File: config.mk
export PLATFORM = sky130hd
export DESIGN_NAME = cacheController
export DESIGN_NICKNAME = d
export VERILOG_FILES = /design/src/memSysPkg.sv /design/src/cacheController.sv
export SDC_FILE = /design/constraint.sdc
export NUM_CORES = 1
export LEC_CHECK = 0
export BUFFER_PORTS_ARGS = -buffer_cell sky130_fd_sc_hd__clkbuf_2
export CELL_PAD_IN_SITES_DETAIL_PLACEMENT = 1
export CELL_PAD_IN_SITES_GLOBAL_PLACEMENT = 1
export CORE_MARGIN = 1.5
export CORE_UTILIZATION = 26
export DETAILED_ROUTE_END_ITERATION = 10
export PLACE_DENSITY_LB_ADDON = 0.1
export SYNTH_ARGS = -nofsm -noshare
export SYNTH_HDL_FRONTEND = slang
export SYNTH_SLANG_ARGS = --single-unit
File: constraint.sdc
create_clock -name clk -period 2.55 [get_ports clk]
set_input_delay 0.1275 -clock clk [delete_from_list [all_inputs] [get_ports clk]]
set_output_delay 0.1275 -clock clk [all_outputs]
set_load 0.01 [all_outputs]
File: src/memSysPkg.sv
////////////////////////////////////////////////////////////
// Memory system package
// Address fields, request and response structs, controller
// states and timing constants for the cache controller,
// the cache array and the banked memory
////////////////////////////////////////////////////////////
package memSysPkg;

    localparam int numBanks       = 4;
    localparam int cacheLines     = 256;
    localparam int bankDepth      = 8192;  // Words per bank
    localparam int bankBusyCycles = 4;     // Recovery after any access
    localparam int memReadLatency = 2;

    typedef logic [15:0] addrT;     // Byte address
    typedef logic [15:0] wordT;
    typedef logic [4:0]  tagT;      // addr[15:11]
    typedef logic [7:0]  indexT;    // addr[10:3]
    typedef logic [1:0]  wordSelT;  // addr[2:1], also the bank
    typedef logic [3:0]  bankMaskT;

    typedef enum logic [2:0] {
        idle,
        compareTag,
        writeMem,
        fillIssue,
        fillDrain,
        finish
    } ctrlStateT;

    // Strobes to the banked memory
    typedef struct packed {
        addrT addr;
        wordT wrData;
        logic rd;
        logic wr;
    } memReqT;

    typedef struct packed {
        indexT   index;
        tagT     tag;
        wordSelT wordSel;
        wordT    wrData;
        logic    write;
        logic    comp;     // Store only on a tag hit
        logic    validIn;  // Line fill, store and set tag
    } cacheReqT;

    typedef struct packed {
        logic hit;  // Valid and tag match
        wordT rdData;
    } cacheRspT;

endpackage

File: src/cacheController.sv
////////////////////////////////////////////////////////////
// Cache controller FSM
// Sequences tag compare, write-through, line fill and the
// done, stall, hit and error outputs to the requester
////////////////////////////////////////////////////////////
module cacheController (
    input  logic                clk,
    input  logic                reset,
    input  memSysPkg::addrT     addr,
    input  memSysPkg::wordT     dataIn,
    input  logic                rd,
    input  logic                wr,
    input  memSysPkg::cacheRspT cRsp,
    input  memSysPkg::bankMaskT busy,
    input  memSysPkg::wordT     memData,
    output memSysPkg::cacheReqT cReq,
    output memSysPkg::memReqT   mReq,
    output logic                done,
    output logic                stall,
    output logic                cacheHit,
    output logic                err,
    output memSysPkg::wordT     dataOut
);
    import memSysPkg::*;

    ctrlStateT               state;
    ctrlStateT               stateNext;
    wordSelT                 issueCnt;  // Next bank to strobe in a fill
    wordSelT                 retCnt;    // Next word expected back
    logic [memReadLatency:0] retPipe;
    logic                    missed;    // First compare of this request missed

    logic newReq;
    logic badReq;
    logic bankFree;
    logic issueNow;
    logic retValid;

    assign newReq   = (rd || wr) && (state == idle);
    assign badReq   = (rd && wr) || addr[0];
    assign bankFree = !busy[addr[2:1]];
    assign issueNow = (state == fillIssue) && !busy[issueCnt];
    assign retValid = retPipe[memReadLatency];  // Tracks the memory read latency

    assign stall = (state != idle);

    always_comb begin
        stateNext = state;
        case (state)
            idle: begin
                if (newReq && !badReq) begin
                    stateNext = compareTag;
                end
            end
            compareTag: begin
                if (wr) begin
                    stateNext = writeMem;
                end else if (cRsp.hit) begin
                    stateNext = finish;
                end else begin
                    stateNext = fillIssue;
                end
            end
            writeMem: begin
                if (bankFree) begin
                    stateNext = finish;
                end
            end
            fillIssue: begin
                if (issueNow && (issueCnt == wordSelT'(numBanks - 1))) begin
                    stateNext = fillDrain;
                end
            end
            fillDrain: begin
                if (retValid && (retCnt == wordSelT'(numBanks - 1))) begin
                    stateNext = compareTag;  // Recheck, now a hit
                end
            end
            default: stateNext = idle;
        endcase
    end

    // Cache port
    always_comb begin
        cReq.index   = addr[10:3];
        cReq.tag     = addr[15:11];
        cReq.wordSel = addr[2:1];
        cReq.wrData  = dataIn;
        cReq.write   = 1'b0;
        cReq.comp    = 1'b0;
        cReq.validIn = 1'b0;
        if (state == compareTag) begin
            cReq.comp  = 1'b1;
            cReq.write = wr;
        end else if ((state == fillIssue) || (state == fillDrain)) begin
            cReq.wordSel = retCnt;
            cReq.wrData  = memData;
            cReq.write   = retValid;
            cReq.validIn = retValid;
        end
    end

    // Memory port
    always_comb begin
        mReq.addr   = addr;
        mReq.wrData = dataIn;
        mReq.rd     = 1'b0;
        mReq.wr     = (state == writeMem) && bankFree;
        if (issueNow) begin
            mReq.addr = {addr[15:3], issueCnt, 1'b0};
            mReq.rd   = 1'b1;
        end
    end

    always_ff @(posedge clk) begin
        if (reset) begin
            state    <= idle;
            issueCnt <= '0;
            retCnt   <= '0;
            retPipe  <= '0;
            missed   <= 1'b0;
            done     <= 1'b0;
            cacheHit <= 1'b0;
            err      <= 1'b0;
        end else begin
            state   <= stateNext;
            done    <= (stateNext == finish);
            err     <= newReq && badReq;
            retPipe <= {retPipe[memReadLatency-1:0], issueNow};
            if (issueNow) begin
                issueCnt <= issueCnt + 1'b1;
            end
            if (retValid) begin
                retCnt <= retCnt + 1'b1;
            end
            if (state == idle) begin
                missed <= 1'b0;
            end else if ((state == compareTag) && !cRsp.hit) begin
                missed <= 1'b1;
            end
            if (stateNext == finish) begin
                cacheHit <= !missed;  // Only the first compare counts
            end else begin
                cacheHit <= 1'b0;
            end
        end
    end

    always_ff @(posedge clk) begin
        if ((state == compareTag) && cRsp.hit && !wr) begin
            dataOut <= cRsp.rdData;
        end
    end

    // A done only closes a request that the requester still holds
    doneInFinish: assert property (
        @(posedge clk) disable iff (reset)
        done |-> $past(rd || wr)
    );

endmodule

==> results.py, run 1 <==
metrics = {
    "logic_synthesis": {
        "synth_compound_area_frac": 0.0727,
        "synthCells": 169,
        "synth_ff_type": "edfxtp_1",
        "yosys.area_share.simple": 0.134,
        "ys_top_cells_by_count": "buf_4 (43), edfxtp_1 (16), dfxtp_1 (14), mux2_1 (13), nor2_1 (9)",
        "synth_top_cell_area_share": 0.256,
        "synth_top_family_by_area": "buffers and inverters",
        "synthAdderAreaFrac": 0.0133,
        "synth_area_um2": 1880,
        "synth.area.top_cells": "edfxtp_1 (26%), buf_4 (17%), dfxtp_1 (15%)",
        "synthXorXnorAreaFrac": 0.00934,
        "synth.area.mux_share": 0.154,
        "ys_types": 37,
        "ys_ff_latch": 30,
        "yosysTopAreaCell": "edfxtp_1",
        "ys_async_sr_fraction": 0,
        "yosys_warnings": 0,
        "syn_nets": 244,
        "synth-seq-area-share": 0.406,
        "post-synth-top-count-cell": "buf_4",
        "synth_edf_count": 16,
        "synth.avg_cell_area_um2": 11.1,
    },
    "setup_path": {
        "cpMaxStageDelayCell": "dfxtp_1",
        "crit_path_end_kind": "output port",
        "startpoint_type": "flip-flop",
        "crit_required_ns": 2.42,
        "cp.arrival_ns": 2.20,
        "cp_num_buf_inv": 1,
        "worstSetupPathType": "flip-flop to output port",
        "path_cells": "and3b_1, a21oi_4, mux2_1, clkbuf_2",
        "path_delay_family": "flip-flops",
        "worstPathMaxFanout": 19,
        "cpPeakStageDelay_ns": 0.53,
    },
    "finish": {
        "layout-drive-gt1-share": 0.588,
        "diodes": 0,
        "nNetsFinal": 324,
        "multi_input_area_um2": 719,
        "fin_util": 0.336,
        "syn2layout_area_growth_pct": 23.1,
        "seq_area_um2": 761,
        "n_fill_cell": 829,
    },
    "drt": {
        "firstDrtPassIters": 4,
        "wl_per_cell_um": 14.9,
        "via_per_inst": 4.40,
        "drt-initial-drc-count": 26,
        "totalWireLength_um": 5150,
        "ant_nets": 0,
        "drc_errors": 0,
        "vias": 1523,
    },
    "cts": {
        "cts_max_level": 2,
        "cts.clk_slew.worst_paths_ns": 0.07,
        "cts_buffer_depth": 2,
        "clock_sinks": 30,
        "clock-root-buffer": "clkbuf_8",
        "postCtsHoldBufs": 0,
        "worstSkewPairLatency_ns": 0.28,
        "numCtsBuffers": 5,
        "cts_resized": 0,
        "post_cts_buffers": 0,
        "cts_tree": "built",
    },
    "pwr": {
        "power_leakage_nw": 1.06,
        "cellPowerDensity_nw_per_um2": 505,
        "ir_drop_v": 0.000214,
    },
    "floorplanning": {
        "dieHeight_um": 87.9,
        "initial_core_util": 0.273,
        "row_count": 30,
        "ios": 161,
        "dieWidth_um": 87.9,
        "dieArea_um2": 7730,
        "core_area_um2": 6870,
    },
    "timing": {
        "rsz0062_at_grt": "no",
        "hold_violations": 0,
        "setup_tns_ns": 0,
        "worst_pin_slew_ns": 0.616,
        "setup_viol": 0,
        "period_needed_ns": 2.33,
        "slew_headroom": 0.589,
        "finalMaxSlewViolations": 0,
        "period_share": 0.914,
        "fmax_mhz": 429,
        "worst_clock_skew_ns": 0.00615,
    },
    "job": {
        "drv_cap": 0,
    },
    "grt": {
        "grt-ovfl-total": 0,
        "grt_pass1_wl_um": 7400,
        "grtUsageTotal": 0.126,
        "grt_pass1_vias": 1502,
        "grt_start_max_net_pins": 20,
        "antenna_found_initial": 0,
    },
    "placement": {
        "hpwl_um": 4280,
        "port_buffers": 121,
        "globalplace.congestion": 0.691,
    },
    "hold_path": {
        "hp-class": "input pin to flip-flop",
    },
    "outcome": {
        "status": "completed",
    },
}
==> sequential cells by signal, indices dropped and copies added (netlist names) <==
register and count:
dataOut 16, err 1, retCnt 2, done 1, retPipe 3, cacheHit 1, state 3, missed 1
issueCnt 2
==> cells in the final DEF, fill, tap and decap left out, types with 5 or more instances in the layout <==
cell / Yosys / final
clkbuf_2: 0 / 121
mux2_1: 13 / 13
mux2_2: 6 / 6
edfxtp_1: 16 / 16
dfxtp_1: 14 / 14
o21ai_0: 6 / 6
nand2_1: 5 / 5
nor3_1: 5 / 5
clkbuf_8: 0 / 5
a21oi_1: 6 / 6
nor2b_1: 5 / 5
nor2_1: 9 / 9
==> cell type report <==
type / instances / area share
inverter: 3 / 0.00488
multi-input combinational: 87 / 0.311
tap: 96 / 0.0520
clock buffer: 5 / 0.0298
clock inverter: 3 / 0.00704
timing repair buffer: 122 / 0.265
sequential: 30 / 0.329
==> stage by stage <==
stage	instances	setup slack [ns]	hold slack (ns)	power [mW]	cell area [um^2]
after floorplan	169	0.486	0.226	0.750	1880
after global placement	338	0.518	0.255	0.813	2220
after detailed placement	338	0.471	0.255	0.815	2220
after CTS	346	0.142	0.0112	1.19	2310
after global routing	346	0.0476	0.0122	1.23	2310
final	346	0.218	0.0192	1.17	2310
==> worst paths after layout <==
| path | from | end | slack (ns) | cells past startpoint |
|---|---|---|---|---|
| setup / recovery | state[2] | cReq[14] | 0.22 | 4 |
| hold / removal | cRsp[11] | dataOut[11] | 0.02 | 1 |
| hold reg to reg | missed | cacheHit | 0.44 | 1 |
| setup reg to reg | state[0] | cacheHit | 0.65 | 5 |
==> power breakdown <==
| group | leakage (nW) | switching (mW) | internal [mW] |
|---|---|---|---|
| clock network | 0.0416 | 0.181 | 0.186 |
| logic | 0.764 | 0.136 | 0.124 |
| registers | 0.258 | 0.0152 | 0.524 |
==> layer usage <==
metal / wire length (um) / GRT usage / part of all wire
met1: 1850 / 0.134 / 0.36
met2: 2760 / 0.234 / 0.54
met3: 476 / 0.0415 / 0.093
met4: 57 / 0.0418 / 0.011
met5: 0 / 0 / 0
==> worst register-to-register path, stage by stage (launching register included) <==
cell	delay (ns)
dfxtp_1	0.56
nor3b_2	0.40
nor3b_2	0.22
buf_4	0.27
a2111oi_2	0.11
nor4_1	0.24
==> cell families (layout without fill, tap and decap cells) <==
family,count (synthesis),count (layout)
AO/OA/AOI/OAI,20,20
XOR/XNOR,2,2
adder cells (fa/ha/maj),2,2
buffers and inverters,52,133
flip-flops,30,30
multiplexers,24,24
AND/OR/NAND/NOR,39,39
No activity file was read; power rests on OpenSTA's default activity.
==> run 2, diff against run 1 <==
--- a/config.mk
+++ b/config.mk
@@ -5,11 +5,12 @@
 export SDC_FILE = /design/constraint.sdc
 export NUM_CORES = 1
 export LEC_CHECK = 0
+export ABC_AREA = 1
 export BUFFER_PORTS_ARGS = -buffer_cell sky130_fd_sc_hd__clkbuf_2
 export CELL_PAD_IN_SITES_DETAIL_PLACEMENT = 1
 export CELL_PAD_IN_SITES_GLOBAL_PLACEMENT = 1
 export CORE_MARGIN = 1.5
-export CORE_UTILIZATION = 26
+export CORE_UTILIZATION = 25
 export DETAILED_ROUTE_END_ITERATION = 10
 export PLACE_DENSITY_LB_ADDON = 0.1
 export SYNTH_ARGS = -nofsm -noshare
==> results.py, run 2 <==
metrics = {
    "timing": {
        "worst_pin_slew_ns": 0.638,
        "setup_tns_ns": 0,
        "hold_violations": 0,
        "fmax_mhz": 534,
        "worst_clock_skew_ns": 0.00558,
        "setup_viol": 0,
        "period_needed_ns": 1.87,
        "period_share": 0.734,
        "slew_headroom": 0.574,
        "rsz0062_at_grt": "no",
        "finalMaxSlewViolations": 0,
    },
    "hold_path": {
        "hp-class": "input pin to flip-flop",
        "min_to": "dataOut[6]",
        "whs_path_depth": 1,
        "worstHoldStart": "cRsp[6]",
    },
    "finish": {
        "largest_reg_flops": 16,
        "most-common-layout-cells": "clkbuf_2 (121), nand2_1 (79), inv_1 (21)",
        "final_common_cell": "clkbuf_2",
        "n_fill_cell": 948,
        "syn2layout_area_growth_pct": 24.3,
        "layout-drive-gt1-share": 0.464,
        "reg.largest.list": "dataOut: 16 flops, retPipe: 3 flops, state: 3 flops",
        "top_register": "dataOut",
        "nNetsFinal": 391,
        "fin_util": 0.320,
        "diodes": 0,
    },
    "logic_synthesis": {
        "ys_async_sr_fraction": 0,
        "synth_area_um2": 1870,
        "synth-seq-area-share": 0.408,
        "syn_nets": 310,
        "ys_ff_latch": 30,
        "synth.area.top_cells": "edfxtp_1 (26%), buf_4 (17%), nand2_1 (16%)",
        "post-synth-top-count-cell": "nand2_1",
        "synth.avg_cell_area_um2": 7.94,
        "yosysTopAreaCell": "edfxtp_1",
        "synth_top_cell_area_share": 0.257,
        "yosys_warnings": 0,
        "synthCells": 235,
        "synth_edf_count": 16,
        "synth_ff_type": "edfxtp_1",
        "ys_types": 27,
        "ys_top_cells_by_count": "nand2_1 (79), buf_4 (43), inv_1 (21), edfxtp_1 (16), dfxtp_1 (14)",
    },
    "setup_path": {
        "reg2reg_depth": 6,
        "timing.rr.start": "state[0]",
        "cp.arrival_ns": 1.74,
        "startpoint_type": "flip-flop",
        "ff2ff_setup_slack_ns": 0.87,
        "worstSetupPathType": "flip-flop to output port",
        "worstPathMaxFanout": 20,
        "r2r_end": "dataOut[4]",
        "crit_required_ns": 2.42,
        "crit_path_end_kind": "output port",
    },
    "cts": {
        "cts_tree": "built",
        "clock-root-buffer": "clkbuf_8",
        "post_cts_buffers": 0,
        "worstSkewPairLatency_ns": 0.28,
        "cts_buffer_depth": 2,
        "clock_sinks": 30,
        "postCtsHoldBufs": 0,
        "cts.clk_slew.worst_paths_ns": 0.07,
        "cts_max_level": 2,
        "numCtsBuffers": 5,
        "cts_resized": 0,
    },
    "drt": {
        "firstDrtPassIters": 3,
        "wl_per_cell_um": 11.6,
        "via_per_inst": 4.04,
        "ant_nets": 0,
        "vias": 1679,
        "drt-initial-drc-count": 42,
        "totalWireLength_um": 4810,
        "drc_errors": 0,
    },
    "grt": {
        "grt_pass1_wl_um": 7300,
        "top_usage_layer": "met2",
        "grt_use_met2": 0.209,
        "gr-usage-met3": 0.0351,
        "grt_start_max_net_pins": 21,
        "grt_pass1_vias": 1568,
        "antenna_found_initial": 0,
        "grt_util_met1": 0.142,
        "grtUsageTotal": 0.120,
        "grt-ovfl-total": 0,
    },
    "pwr": {
        "ir_drop_v": 0.000179,
        "cellPowerDensity_nw_per_um2": 509,
        "power_leakage_nw": 1.23,
    },
    "floorplanning": {
        "dieArea_um2": 7990,
        "initial_core_util": 0.257,
        "ios": 161,
        "dieWidth_um": 89.4,
        "row_count": 31,
        "dieHeight_um": 89.4,
        "core_area_um2": 7250,
    },
    "placement": {
        "hpwl_um": 4040,
        "globalplace.congestion": 0.764,
        "port_buffers": 121,
    },
    "job": {
        "drv_cap": 0,
    },
    "outcome": {
        "status": "completed",
    },
}
-- run 2: changes by cell type after synthesis, moves of 4 or more --
| cell | before | now |
|---|---|---|
| nand2_1 | 5 | 79 |
| inv_1 | 3 | 21 |
| mux2_1 | 13 | 0 |
| nand3_1 | 1 | 8 |
| mux2_2 | 6 | 0 |
| nor2b_1 | 5 | 0 |
| nor2_1 | 9 | 13 |
| nor2_4 | 0 | 4 |
-- run 2: logic make-up after synthesis --
| kind of cell | after synthesis | share of synthesized area |
|---|---|---|
| compound gates | 15 | 0.0503 |
| fa+ha+maj | 2 | 0.0134 |
| buf+inv | 73 | 0.249 |
| simple gates | 114 | 0.275 |
| flops | 30 | 0.408 |
| xor+xnor | 1 | 0.00469 |
-- run 2: worst max-delay path by stage --
stage / from / endpoint / slack [ns] / cells past startpoint
floorplan: state[0] / dataOut[0] / 1.08 / 6
global placement: state[0] / dataOut[14] / 0.93 / 6
detailed placement: state[0] / dataOut[6] / 0.86 / 6
CTS: state[1] / cReq[20] / 0.58 / 7
global route: state[1] / cReq[13] / 0.45 / 8
finish: state[1] / cReq[19] / 0.68 / 8
-- run 2: area by class of cell --
type	count	area, um^2	share of cell area
sequential	30	761	0.328
multi-input combinational	132	641	0.276
timing repair buffer	121	606	0.261
tap	99	124	0.0534
inverter	26	105	0.0453
clock buffer	5	68.8	0.0296
clock inverter	3	16.3	0.00701
-- run 2: worst max-delay path, cell delays in order (launching register included) --
cell and delay, ns:
dfxtp_1 0.35, nor2_1 0.07, inv_1 0.11, nor2_4 0.05, nor2_4 0.39, inv_4 0.19
nand2_1 0.12, o21ai_2 0.05, clkbuf_2 0.12
-- run 2: power breakdown --
part | total [mW] | internal (mW) | switching [mW]
logic | 0.284 | 0.114 | 0.169
clock network | 0.365 | 0.186 | 0.179
registers | 0.533 | 0.525 | 0.00776
total | 1.18 | 0.825 | 0.356
-- run 2: per-stage QoR --
| step | std cells | power, mW | hold WS [ns] | setup slack [ns] | instance area, um^2 |
|---|---|---|---|---|---|
| global placement | 408 | 0.831 | 0.255 | 0.927 | 2240 |
| global route | 416 | 1.26 | 0.00815 | 0.449 | 2320 |
| finish | 416 | 1.18 | 0.0211 | 0.678 | 2320 |
| detailed placement | 408 | 0.835 | 0.255 | 0.855 | 2240 |
| CTS | 416 | 1.21 | 0.00993 | 0.576 | 2320 |
| floorplan | 235 | 0.759 | 0.197 | 1.08 | 1870 |
-- run 2: metal layers --
| metal | wire (um) | vias to the layer above | part of all wire |
|---|---|---|---|
| li1 | - | 853 | - |
| met1 | 2030 | 740 | 0.42 |
| met2 | 2310 | 70 | 0.48 |
| met3 | 405 | 16 | 0.084 |
| met4 | 74 | 0 | 0.015 |
| met5 | 0 | - | 0 |
